**src/logic/maxnetPkg.sv**
```systemverilog
package maxnetPkg;

    // Number of competing lanes.
    localparam int laneCount = 4;

    // Width of the inputs and of the activations.
    localparam int dataWidth = 32;

    // Epsilon is 2**-inhibitShift, so one eighth.
    localparam int inhibitShift = 3;

    // Updates allowed before the run gives up.
    localparam int maxIterations = 64;

    // Room for the sum of all lanes without overflow.
    localparam int sumWidth = dataWidth + $clog2(laneCount);

    // Iteration counter must reach maxIterations itself.
    localparam int iterWidth = $clog2(maxIterations + 1);

    // Lane 3 sits in the top bits so that a packed array view
    // of this struct puts lane i at index i.
    typedef struct packed {
        logic [dataWidth-1:0] lane3;
        logic [dataWidth-1:0] lane2;
        logic [dataWidth-1:0] lane1;
        logic [dataWidth-1:0] lane0;
    } laneVec;

    typedef enum logic [1:0] {
        IDLE,
        ITERATE,
        FINISH
    } maxnetState;

    typedef logic [$clog2(laneCount)-1:0] laneIndex;

endpackage
```
**src/logic/maxnetTop.sv**
```systemverilog
`timescale 1ns/1ps

module maxnetTop
    import maxnetPkg::*;
(
    input  logic                 clk,
    input  logic                 rstN,
    input  logic                 start,
    input  laneVec               inputs,
    output logic                 done,
    output logic                 busy,
    output laneIndex             winner,
    output logic [dataWidth-1:0] maxNumber,
    output logic                 noWinner
);

    logic loadInputs;
    logic iterate;
    logic settled;

    maxnetController controller (
        .clk        (clk),
        .rstN       (rstN),
        .start      (start),
        .settled    (settled),
        .loadInputs (loadInputs),
        .iterate    (iterate),
        .busy       (busy),
        .done       (done)
    );

    maxnetDatapath datapath (
        .clk        (clk),
        .rstN       (rstN),
        .loadInputs (loadInputs),
        .iterate    (iterate),
        .inputs     (inputs),
        .settled    (settled),
        .winner     (winner),
        .maxNumber  (maxNumber),
        .noWinner   (noWinner)
    );

endmodule

```
**src/logic/maxnetDatapath.sv**
```systemverilog
`timescale 1ns/1ps

module maxnetDatapath
    import maxnetPkg::*;
(
    input  logic                 clk,
    input  logic                 rstN,
    input  logic                 loadInputs,
    input  logic                 iterate,
    input  laneVec               inputs,
    output logic                 settled,
    output laneIndex             winner,
    output logic [dataWidth-1:0] maxNumber,
    output logic                 noWinner
);

    laneVec originals;
    laneVec activations;
    laneVec nextActivations;
    logic   allZero;

    // Set once a vector has been taken in.
    logic   vectorLoaded;

    // Originals are held for the whole run for the final lookup.
    always_ff @(posedge clk or negedge rstN) begin
        if (!rstN) begin
            originals <= '0;
        end else if (loadInputs) begin
            originals <= inputs;
        end
    end

    always_ff @(posedge clk or negedge rstN) begin
        if (!rstN) begin
            activations <= '0;
        end else if (loadInputs) begin
            activations <= inputs;
        end else if (iterate) begin
            activations <= nextActivations;
        end
    end

    always_ff @(posedge clk or negedge rstN) begin
        if (!rstN) begin
            vectorLoaded <= 1'b0;
        end else if (loadInputs) begin
            vectorLoaded <= 1'b1;
        end
    end

    inhibitionLayer layer (
        .activations     (activations),
        .nextActivations (nextActivations)
    );

    winnerSelect select (
        .activations (activations),
        .originals   (originals),
        .settled     (settled),
        .winner      (winner),
        .maxNumber   (maxNumber),
        .noWinner    (allZero)
    );

    // The zeroed banks after reset are not a real empty result.
    assign noWinner = allZero & vectorLoaded;

endmodule

```
**src/logic/maxnetController.sv**
```systemverilog
`timescale 1ns/1ps

module maxnetController
    import maxnetPkg::*;
(
    input  logic clk,
    input  logic rstN,
    input  logic start,
    input  logic settled,
    output logic loadInputs,
    output logic iterate,
    output logic busy,
    output logic done
);

    maxnetState           state;
    maxnetState           nextState;
    logic [iterWidth-1:0] iterCount;
    logic                 limitReached;

    assign limitReached = (iterCount >= iterWidth'(maxIterations));

    always_comb begin
        nextState  = state;
        loadInputs = 1'b0;
        iterate    = 1'b0;

        case (state)
            IDLE: begin
                // A start seen outside IDLE is simply dropped.
                if (start) begin
                    loadInputs = 1'b1;
                    nextState  = ITERATE;
                end
            end

            ITERATE: begin
                if (!settled && !limitReached) begin
                    iterate = 1'b1;
                end else begin
                    nextState = FINISH;
                end
            end

            FINISH: begin
                nextState = IDLE;
            end

            default: begin
                nextState = IDLE;
            end
        endcase
    end

    assign done = (state == FINISH);
    assign busy = (state != IDLE);

    always_ff @(posedge clk or negedge rstN) begin
        if (!rstN) begin
            state <= IDLE;
        end else begin
            state <= nextState;
        end
    end

    // Counts updates of the current run.
    always_ff @(posedge clk or negedge rstN) begin
        if (!rstN) begin
            iterCount <= '0;
        end else if (loadInputs) begin
            iterCount <= '0;
        end else if (iterate) begin
            iterCount <= iterCount + 1'b1;
        end
    end

endmodule

```
**src/logic/winnerSelect.sv**
```systemverilog
`timescale 1ns/1ps

module winnerSelect
    import maxnetPkg::*;
(
    input  laneVec                activations,
    input  laneVec                originals,
    output logic                  settled,
    output laneIndex              winner,
    output logic [dataWidth-1:0]  maxNumber,
    output logic                  noWinner
);

    logic [laneCount-1:0][dataWidth-1:0] current;
    logic [laneCount-1:0][dataWidth-1:0] held;
    logic [laneCount-1:0]                nonZero;
    logic [$clog2(laneCount+1)-1:0]      liveCount;

    assign current = activations;
    assign held    = originals;

    for (genvar lane = 0; lane < laneCount; lane++) begin : gFlag
        assign nonZero[lane] = |current[lane];
    end

    always_comb begin
        liveCount = '0;
        for (int i = 0; i < laneCount; i++) begin
            liveCount = liveCount + ($clog2(laneCount+1))'(nonZero[i]);
        end
    end

    assign settled = (liveCount <= 1);

    // Walk down so that the lowest nonzero lane is the one kept.
    always_comb begin
        winner = '0;
        for (int i = laneCount - 1; i >= 0; i--) begin
            if (nonZero[i]) begin
                winner = laneIndex'(i);
            end
        end
    end

    assign noWinner  = ~|nonZero;
    assign maxNumber = noWinner ? '0 : held[winner];

endmodule

```
**src/logic/inhibitionLayer.sv**
```systemverilog
`timescale 1ns/1ps

module inhibitionLayer
    import maxnetPkg::*;
(
    input  laneVec activations,
    output laneVec nextActivations
);

    logic [laneCount-1:0][dataWidth-1:0] current;
    logic [laneCount-1:0][dataWidth-1:0] updated;
    logic [sumWidth-1:0]                 total;

    assign current = activations;

    // Sum of every lane, shared by all the inhibition terms.
    always_comb begin
        total = '0;
        for (int i = 0; i < laneCount; i++) begin
            total = total + sumWidth'(current[i]);
        end
    end

    // Each lane keeps its own weight of one and takes minus epsilon
    // from each of the others.
    for (genvar lane = 0; lane < laneCount; lane++) begin : gLane
        logic [sumWidth-1:0]      others;
        logic [sumWidth-1:0]      inhibition;
        logic [sumWidth-1:0]      own;
        logic signed [sumWidth:0] difference;

        assign own        = sumWidth'(current[lane]);
        assign others     = total - own;
        assign inhibition = others >> inhibitShift;

        // Both operands are nonnegative, so one guard bit gives the sign.
        assign difference = $signed({1'b0, own}) - $signed({1'b0, inhibition});

        // ReLU.
        assign updated[lane] = difference[sumWidth] ? '0 : difference[dataWidth-1:0];
    end

    assign nextActivations = updated;

endmodule

```
**config.mk**
```make
export PLATFORM = sky130hd
export DESIGN_NAME = maxnetTop
export DESIGN_NICKNAME = d
export VERILOG_FILES = /design/src/logic/maxnetPkg.sv /design/src/logic/maxnetTop.sv /design/src/logic/maxnetDatapath.sv /design/src/logic/maxnetController.sv /design/src/logic/winnerSelect.sv /design/src/logic/inhibitionLayer.sv
export SDC_FILE = /design/constraint.sdc
export NUM_CORES = 1
export LEC_CHECK = 0
export BUFFER_PORTS_ARGS = -buffer_cell sky130_fd_sc_hd__buf_2
export CAP_MARGIN = 20
export CORE_MARGIN = 3
export CORE_UTILIZATION = 63
export CTS_BUF_LIST = sky130_fd_sc_hd__clkbuf_4
export CTS_CLUSTER_DIAMETER = 200
export CTS_CLUSTER_SIZE = 8
export DETAILED_ROUTE_END_ITERATION = 8
export PLACE_DENSITY = 0.91
export SYNTH_ARGS = -nofsm -noshare
export SYNTH_HDL_FRONTEND = slang
export SYNTH_SLANG_ARGS = --single-unit
```
**constraint.sdc**
```tcl
create_clock -name clk -period 8.5 [get_ports clk]
set_input_delay 1.275 -clock clk [delete_from_list [all_inputs] [get_ports clk]]
set_output_delay 1.275 -clock clk [all_outputs]
set_load 0.01 [all_outputs]
```
## Yosys cells after proc, flatten, opt, wreduce, memory -nomap -nowiden

Index checks and enable logic that the tools add are counted.

| word-level totals | value |
|---|---|
| register bits after elaboration | 266 |
| latch bits | 0 |
| RAM bits | 0 |
| ROM bits | 0 |
| input port bits | 131 |
| logic and storage cells | 69 |
| memories kept | 0 |

| cells by class | value |
|---|---|
| add/sub/neg operators | 15 |
| $mul | 0 |
| divide/modulo/power cells | 0 |
| order comparisons | 3 |
| eq/ne operators | 4 |
| shift-type cells | 0 |
| mux-type cells | 22 |
| bitwise gates (word level) | 1 |
| reduce and logical (&&, ||, !) cells | 13 |

Operators by type and width:

| operator | count |
|---|---|
| $mux W128 | 2 |
| $mux W32 | 6 |
| $sub A34 B32 Y34 | 4 |
| $sub A32 B31 Y33 | 4 |
| $reduce_or A128 Y1 | 1 |
| $reduce_or A32 Y1 | 4 |
| $bmux W32 S2 | 1 |
| $add A33 B32 Y34 | 1 |
| $add A34 B32 Y34 | 1 |
| $add A32 B32 Y33 | 1 |
| $mux W7 | 2 |
| $mux W2 | 6 |
| $add A7 B1 Y7 const B | 1 |
| $ge A7 B7 Y1 const B | 1 |
| $mux W1 | 4 |
| $ne A2 B2 Y1 const B | 2 |
| $pmux W2 S2 | 1 |
| $reduce_bool A2 Y1 | 2 |
| $add A2 B1 Y3 | 1 |
| $add A3 B1 Y3 | 1 |
| $le A3 B1 Y1 const B | 1 |
| $logic_not A1 Y1 | 3 |
| $lt A2 B3 Y1 const B | 1 |
| $add A1 B1 Y2 | 1 |
| 6 further kinds | 6 |

## Depth between registers and ports, before layout

Gate-level depths: netlist of the first run.

| depth | value |
|---|---|
| depth in word-level cells | 11 |
| gate-level depth with buffers | 40 |
| depth with buffers taken out | 38 |

## Modules after synthesis

A second synthesis of the first run with hierarchy kept.

| unflattened totals | value |
|---|---|
| cell total of the unflattened synthesis | 3258 |
| area total of the unflattened synthesis | 27636.5 um^2 |

Modules (own cells, without submodules):

| module | times used | cells an instance | area each (um^2) | seq. area each (um^2) |
|---|---|---|---|---|
| inhibitionLayer | 1 | 2048 | 15118.2 | 0.0 |
| maxnetDatapath | 1 | 956 | 10440.0 | 6431.2 |
| winnerSelect | 1 | 209 | 1642.8 | 0.0 |
| maxnetController | 1 | 45 | 435.4 | 225.2 |

## Least setup slack after synthesis of the first run

OpenSTA, ideal clock, no wires.

| path | value |
|---|---|
| path kind | register to register |
| start | register datapath.activations[1] (netlist name) |
| end | register datapath.activations[31] (netlist name) |
| library setup time | 0.126 ns |
| data arrival time | 7.570 ns |
| required time | 8.374 ns |
| slack | 0.804 ns |
| cell stages (with the launch flop) | 41 |
| path buffers | 2 |
| period minus slack after synthesis | 7.696 ns |
| cell sequence | dfrtp_1 inv_1 fa_1 fa_1 inv_1 ha_1 inv_1 fa_1 nor2b_1 o2111ai_1 and4b_1 o31ai_2 a21oi_1 nor2b_1 o21ai_0 nand2b_1 a21oi_1 xnor2_1 [... 5 more ...] o21ba_2 nor2_1 o21a_1 nor3_1 or2_2 ha_1 clkbuf_1 a21o_1 a21o_1 a21oi_1 o21ai_1 a21o_1 a21o_1 a31o_2 a21oi_2 buf_4 o21ai_1 a221o_1 |

| on the way | value |
|---|---|
| cells in the longest elaborated chain, start to end | 10 |
| elaborated cells on any way between the ends | 18 |

Ends and longest elaborated chain:

| item |
|---|
| branches (longest 10 deep; another with $add A33 B32 Y34) |

Several ways; the timed one is not identified. The select of a mux whose other input is x is not followed.
A chain may end at the register's enable or synchronous reset.

## Worst setup path in the final report of the first run

| path | value |
|---|---|
| start | register datapath.activations[44] (netlist name) |
| end | register datapath.activations[68] (netlist name) |

| on the way | value |
|---|---|
| cells in the longest elaborated chain, start to end | 10 |
| elaborated cells on any way between the ends | 18 |

Ends and longest elaborated chain:

| item |
|---|
| branches (longest 10 deep; another with $add A33 B32 Y34) |

Several ways; the timed one is not identified. The select of a mux whose other input is x is not followed.

==> results.tsv, run 1 <==
stage	metric	value	unit
worst_setup_path	end_kind	flop	
timing	period_needed	8.18	ns
place	post-dp-hpwl	78.9	mm
finish	final_cell_mix	493 x nand2_1, 285 x ha_1, 265 x dfrtp_1, 245 x inv_1, 188 x a21oi_1	
worst_setup_path	reg2reg_slack	0.32	ns
die	core	40900	um^2
routing	wirelength	97.2	mm
worst_setup_path	cpPeakStageDelay	0.57	ns
timing	max_freq	122	MHz
synth	ys.flop_type	dfrtp_1	
clock_tree	cts_made_buffers	39	
clock_tree	cts_sinks	266	
routing	via_per_inst	6.69	
die	die-width	210	um
timing	relSlewSlack	0.219	
worst_setup_path	arrival	8.90	ns
synth	yosysTopAreaCell	dfrtp_1	
hold_path	hold_path_class	in2async	
timing	fin_skew	0.0838	ns
finish	final_nets	3782	
clock_tree	h-tree-depth	2	
synth	synth.area.top_cells	dfrtp_1 25%, ha_1 14%, nand2_1 7.1%	
routing	first_pass_iters	8	
clock_tree	clock_latency	0.83	ns
finish	final_common_cell	nand2_1	
status	outcome	complete, no violations	
global_route	antenna_found_initial	4	
worst_setup_path	cp.required	9.22	ns
worst_setup_path	path_class	reg2reg	
global_route	track_usage	0.432	
worst_setup_path	path_max_fanout	31	
worst_setup_path	rr_startpoint	datapath.activations[44]	
synth	synth-edff-count	0	
synth	synth_nets	3565	
global_route	grt_max_degree	88	
worst_setup_path	worst_setup_path_start_kind	flop	
synth	synth_seq_cells	266	
routing	vias	25600	
timing	setup_viol	0	
timing	drv_slew	0	
timing	worst_pin_slew	1.17	ns
timing	holdWs	0.398	ns
die	pin_count	168	
global_route	grt_pass1_wl	146	mm
synth	syn_area_per_cell	8.50	um^2
timing	timing.final.hold_violations	0	
routing	drt_iter0_markers	3096	
timing	fin_crit_sh	0.963	
die	die_height	210	um
die	rows	74	
clock_tree	ctsLongestPathBuffers	3	
worst_setup_path	r2r_cells	34	
global_route	grt_pass1_vias	24500	
worst_setup_path	crit_path_top_delay_cell	a2111oi_1	
synth	async_flop_share	1.00	
synth	synth_top_area_frac	0.255	
place	portBuffers	167	
global_route	grt_overflow	0	
routing	drc	0	
die	initial_core_util	0.639	
clock_tree	root_buffer	clkbuf_4	
worst_setup_path	r2r_end	datapath.activations[68]	
synth	synth_seq_area_share	0.255	
routing	drtAntennaViolNets	0	
place	place_congestion	1.02	
routing	wl_per_cell	25.4	um
finish	area_growth	9.11	%
die	die_area	44000	um^2
synth	synth_cell_type_count	96	
flow_run	cap_violations	0	
finish	drive_gt1_frac	0.131	
clock_tree	clk_pin_slew	0.11	ns
clock_tree	cts_tree	built	
synth	syn_inst	3078	
synth	synth_warnings	0	
synth	synth.cell_area	26200	um^2
kinds of logic (layout without fill, tap and decap cells):
kind of cell,Yosys count,after routing,synth area share
AO/OA/AOI/OAI,858,858,0.222
XOR/XNOR,243,243,0.0814
adder cells (fa/ha/maj),356,356,0.190
buffers and inverters,334,553,0.0499
flip-flops,266,266,0.255
multiplexers,32,32,0.0276
other,0,2,0
AND/OR/NAND/NOR,989,989,0.175
Yosys cell counts (all sizes together), types with 9 or more instances:
cell type,number
ha,287
nand2b,48
a211oi,19
buf,19
a31oi,23
nand3,36
xnor2,123
a21o,111
mux4,32
a21oi,194
dfrtp,266
a41oi,9
a2111oi,10
and3,23
o21a,41
xor2,120
o211ai,14
or2,20
o21bai,24
clkbuf,69
nand2,494
a22oi,75
nor4,36
nor3,43
or3,14
nor2b,72
o221ai,48
o31ai,14
fa,69
nor2,135
a31o,13
and2,14
o21ai,197
nand4,36
inv,246
cell type report:
| cell class | count | area, um^2 |
|---|---|---|
| Sequential cell | 266 | 6660 |
| Tap cell | 532 | 666 |
| Clock buffer | 41 | 308 |
| Antenna cell | 2 | 5.00 |
| Multi-Input combinational cell | 2478 | 18300 |
| Inverter | 246 | 923 |
| Clock inverter | 2 | 16.3 |
| Fill cell | 3275 | 12400 |
| Timing Repair Buffer | 264 | 1630 |
per-layer routing:
metal / global-route usage / vias to the layer above / wire [um]
met5: 0 / - / 28
li1: - / 11400 / -
met1: 0.613 / 12400 / 39300
met2: 0.623 / 1573 / 40500
met3: 0.125 / 294 / 12700
met4: 0.170 / 4 / 4640
state kept, by name (all words and copies together), names as in the netlist:
name                   count
controller.iterCount       7
controller.state           2
datapath.activations     128
datapath.originals       128
datapath.vectorLoaded      1
worst max-delay path by stage:
stage | startpoint | cells after the start | endpoint | slack [ns]
after CTS | datapath.activations[33] | 37 | datapath.activations[92] | 0.04
final | datapath.activations[44] | 34 | datapath.activations[68] | 0.32
after global placement | datapath.activations[33] | 37 | datapath.activations[31] | 0.43
after detailed placement | datapath.activations[33] | 37 | datapath.activations[92] | 0.05
after floorplan | datapath.activations[1] | 40 | datapath.activations[31] | 0.80
after global routing | datapath.activations[65] | 39 | datapath.activations[92] | -0.04
through the flow:
step | instances | setup WS [ns] | setup TNS, ns | cell area, um^2 | utilization
global route | 3830 | -0.0427 | -0.101 | 28500 | 0.697
detailed placement | 3781 | 0.0481 | 0 | 28100 | 0.685
CTS | 3824 | 0.0440 | 0 | 28400 | 0.693
floorplan | 3078 | 0.804 | 0 | 26200 | -
global placement | 3780 | 0.428 | 0 | 28000 | 0.685
finish | 3831 | 0.315 | 0 | 28500 | 0.697
what timing repair did:
action	CTS	global route
setup buffers	0	4
resized for setup	0	30
hold buffers	0	0
hold endpoints to repair	0	0
endpoints found under the setup margin	0	125
critical path, delay by kind of cell (launching register included):
family | cells | cell delay [ns]
simple gates | 5 | 0.82
fa+ha+maj | 5 | 1.98
flops | 1 | 0.43
compound gates | 18 | 3.96
xor+xnor | 2 | 0.25
buf+inv | 4 | 0.60
Power of run 1 is not shown: default switching activity piles up to over one toggle a cycle in this logic, so the estimate is an artifact.
==> run 2: changes to the inputs <==
--- a/config.mk
+++ b/config.mk
@@ -7,13 +7,15 @@
 export LEC_CHECK = 0
 export BUFFER_PORTS_ARGS = -buffer_cell sky130_fd_sc_hd__buf_2
 export CAP_MARGIN = 20
+export CELL_PAD_IN_SITES_DETAIL_PLACEMENT = 1
+export CELL_PAD_IN_SITES_GLOBAL_PLACEMENT = 2
 export CORE_MARGIN = 3
-export CORE_UTILIZATION = 63
+export CORE_UTILIZATION = 39
 export CTS_BUF_LIST = sky130_fd_sc_hd__clkbuf_4
 export CTS_CLUSTER_DIAMETER = 200
 export CTS_CLUSTER_SIZE = 8
 export DETAILED_ROUTE_END_ITERATION = 8
-export PLACE_DENSITY = 0.91
+export PLACE_DENSITY = 0.92
 export SYNTH_ARGS = -nofsm -noshare
 export SYNTH_HDL_FRONTEND = slang
 export SYNTH_SLANG_ARGS = --single-unit
==> run 2 against run 1 <==
Clock-buffer cell count is the same. Routed wire length shrank 0.16%. Largest cell class unchanged. Critical path type unchanged. Sequential share of layout area fell by 0.15 points.
==> results.tsv, run 2 (synthesis results as in run 1) <==
stage	metric	value	unit	change
status	outcome	complete, no violations		
worst_setup_path	worst_setup_path_start_kind	flop		
routing	drc	0		unchanged
clock_tree	cts_made_buffers	39		unchanged
finish	drive_gt1_frac	0.125		-0.00645
die	die-width	265	um	+26%
timing	max_freq	122	MHz	about the same
routing	drtAntennaViolNets	0		unchanged
routing	wirelength	97.0	mm	-0.16%
place	post-dp-hpwl	78.3	mm	-0.79%
finish	area_growth	9.85	%	
finish	reg_top3	datapath.activations: 128 flops, datapath.originals: 128 flops, controller.iterCount: 7 flops		
timing	worst_pin_slew	0.986	ns	-0.186 ns
worst_setup_path	cpPeakStageDelay	0.56	ns	about the same
clock_tree	clock_latency	0.84	ns	about the same
timing	tns	0	ns	unchanged
die	pin_count	168		unchanged
clock_tree	ctsLongestPathBuffers	3		unchanged
timing	period_needed	8.18	ns	+0.000306 ns
clock_tree	cts_tree	built		
worst_setup_path	crit_path_top_delay_cell	fa_1		
die	rows	94		+27%
finish	final_nets	3745		-0.98%
global_route	grt_overflow	0		unchanged
clock_tree	h-tree-depth	2		unchanged
worst_setup_path	arrival	8.81	ns	-0.09 ns
die	core	66100	um^2	+62%
clock_tree	clk_pin_slew	0.13	ns	+0.02 ns
global_route	grt_pass1_wl	146	mm	+0.21%
place	place_congestion	0.927		-9.4%
global_route	track_usage	0.270		-0.161
worst_setup_path	path_max_fanout	12		-61%
worst_setup_path	path_class	reg2reg		
hold_path	hold_path_class	reg2reg		
timing	relSlewSlack	0.343		+0.124
routing	vias	24000		-6.2%
routing	via_per_inst	5.83		-13%
global_route	grt_max_degree	86		-2.3%
finish	finish.utilization	0.435		-0.263
routing	first_pass_iters	5		-3
finish	final_cell_mix	493 x nand2_1, 283 x ha_1, 263 x dfrtp_1, 242 x inv_1, 187 x a21oi_1		
die	die_height	265	um	+26%
timing	timing.final.hold_violations	0		unchanged
timing	fin_crit_sh	0.963		about the same
die	die_area	70200	um^2	+60%
timing	drv_slew	0		unchanged
global_route	grt_pass1_vias	24600		+0.37%
place	portBuffers	167		unchanged
finish	final.fill_count	8081		+150%
clock_tree	root_buffer	clkbuf_4		
finish	final_common_cell	nand2_1		
timing	setup_viol	0		unchanged
die	initial_core_util	0.396		-0.243
timing	fin_skew	0.0978	ns	+0.0140 ns
worst_setup_path	end_kind	flop		
routing	drt_iter0_markers	1979		-36%
worst_setup_path	cp.required	9.12	ns	-0.10 ns
flow_run	cap_violations	0		unchanged
clock_tree	cts_sinks	266		unchanged
global_route	antenna_found_initial	2		-2
routing	wl_per_cell	23.5	um	-7.3%
==> run 2: cell count changes in the layout (fill, tap and decap cells not counted), moves of 3 or more <==
cell,before,now
buf_4,92,57
o21ai_0,171,167
o21ai_1,23,27
inv_1,245,242
==> run 2: through the flow <==
step	hold WS, ns	area, um^2	cells	setup WS [ns]
2_1_floorplan	0.425	26200	3078	0.804
3_3_place_gp	0.444	28100	4072	-0.200
5_1_grt	0.501	28700	4124	-0.0577
3_5_place_dp	0.450	28100	4072	-0.392
4_1_cts	0.460	28500	4115	0.0158
6_report	0.480	28700	4124	0.315
==> run 2: per-layer routing <==
metal	wire, um	GRT usage	vias up
met5	13	0	-
met4	2600	0.0696	2
met3	6660	0.0400	97
met2	42500	0.421	665
met1	45300	0.393	12000
li1	-	-	11300
==> run 2: cell type report <==
class,instances,area [um^2],area share
inverters,246,923,0.0321
clock inverters,1,8.76,0.000305
well taps,864,1080,0.0376
diodes,1,2.50,0.0000871
flip-flops and latches,266,6660,0.232
multi-input cells,2478,18400,0.641
clock buffers,41,308,0.0107
repair buffers,227,1340,0.0466
==> run 2: path summary, 6_finish.rpt <==
| check | startpoint | end | slack, ns | cells past startpoint |
|---|---|---|---|---|
| max in group asynchronous | rstN | datapath.activations[5] | 6.51 | 2 |
| hold reg to reg | datapath.vectorLoaded | datapath.vectorLoaded | 0.48 | 1 |
| setup reg to reg | datapath.activations[1] | datapath.activations[32] | 0.32 | 35 |
| min in group asynchronous | rstN | datapath.activations[86] | 0.51 | 1 |
| hold / removal | datapath.vectorLoaded | datapath.vectorLoaded | 0.48 | 1 |
| setup / recovery | datapath.activations[1] | datapath.activations[32] | 0.32 | 35 |
==> run 2: what timing repair did <==
| item | in CTS | in global routing |
|---|---|---|
| resized for setup | 6 | 44 |
| gates cloned | 0 | 1 |
| hold buffers | 0 | 0 |
| endpoints found under the setup margin | 66 | 127 |
| pin swaps | 1 | 10 |
| setup buffers | 1 | 7 |
==> run 2: worst max-delay path: cells and delay by family, from the launching register on <==
| family | cells | cell delay [ns] |
|---|---|---|
| fa+ha+maj | 6 | 2.29 |
| xor+xnor | 2 | 0.35 |
| buf+inv | 5 | 0.60 |
| simple gates | 8 | 1.20 |
| flops | 1 | 0.37 |
| compound gates | 14 | 3.15 |
Power of run 2 is left out for the same reason.
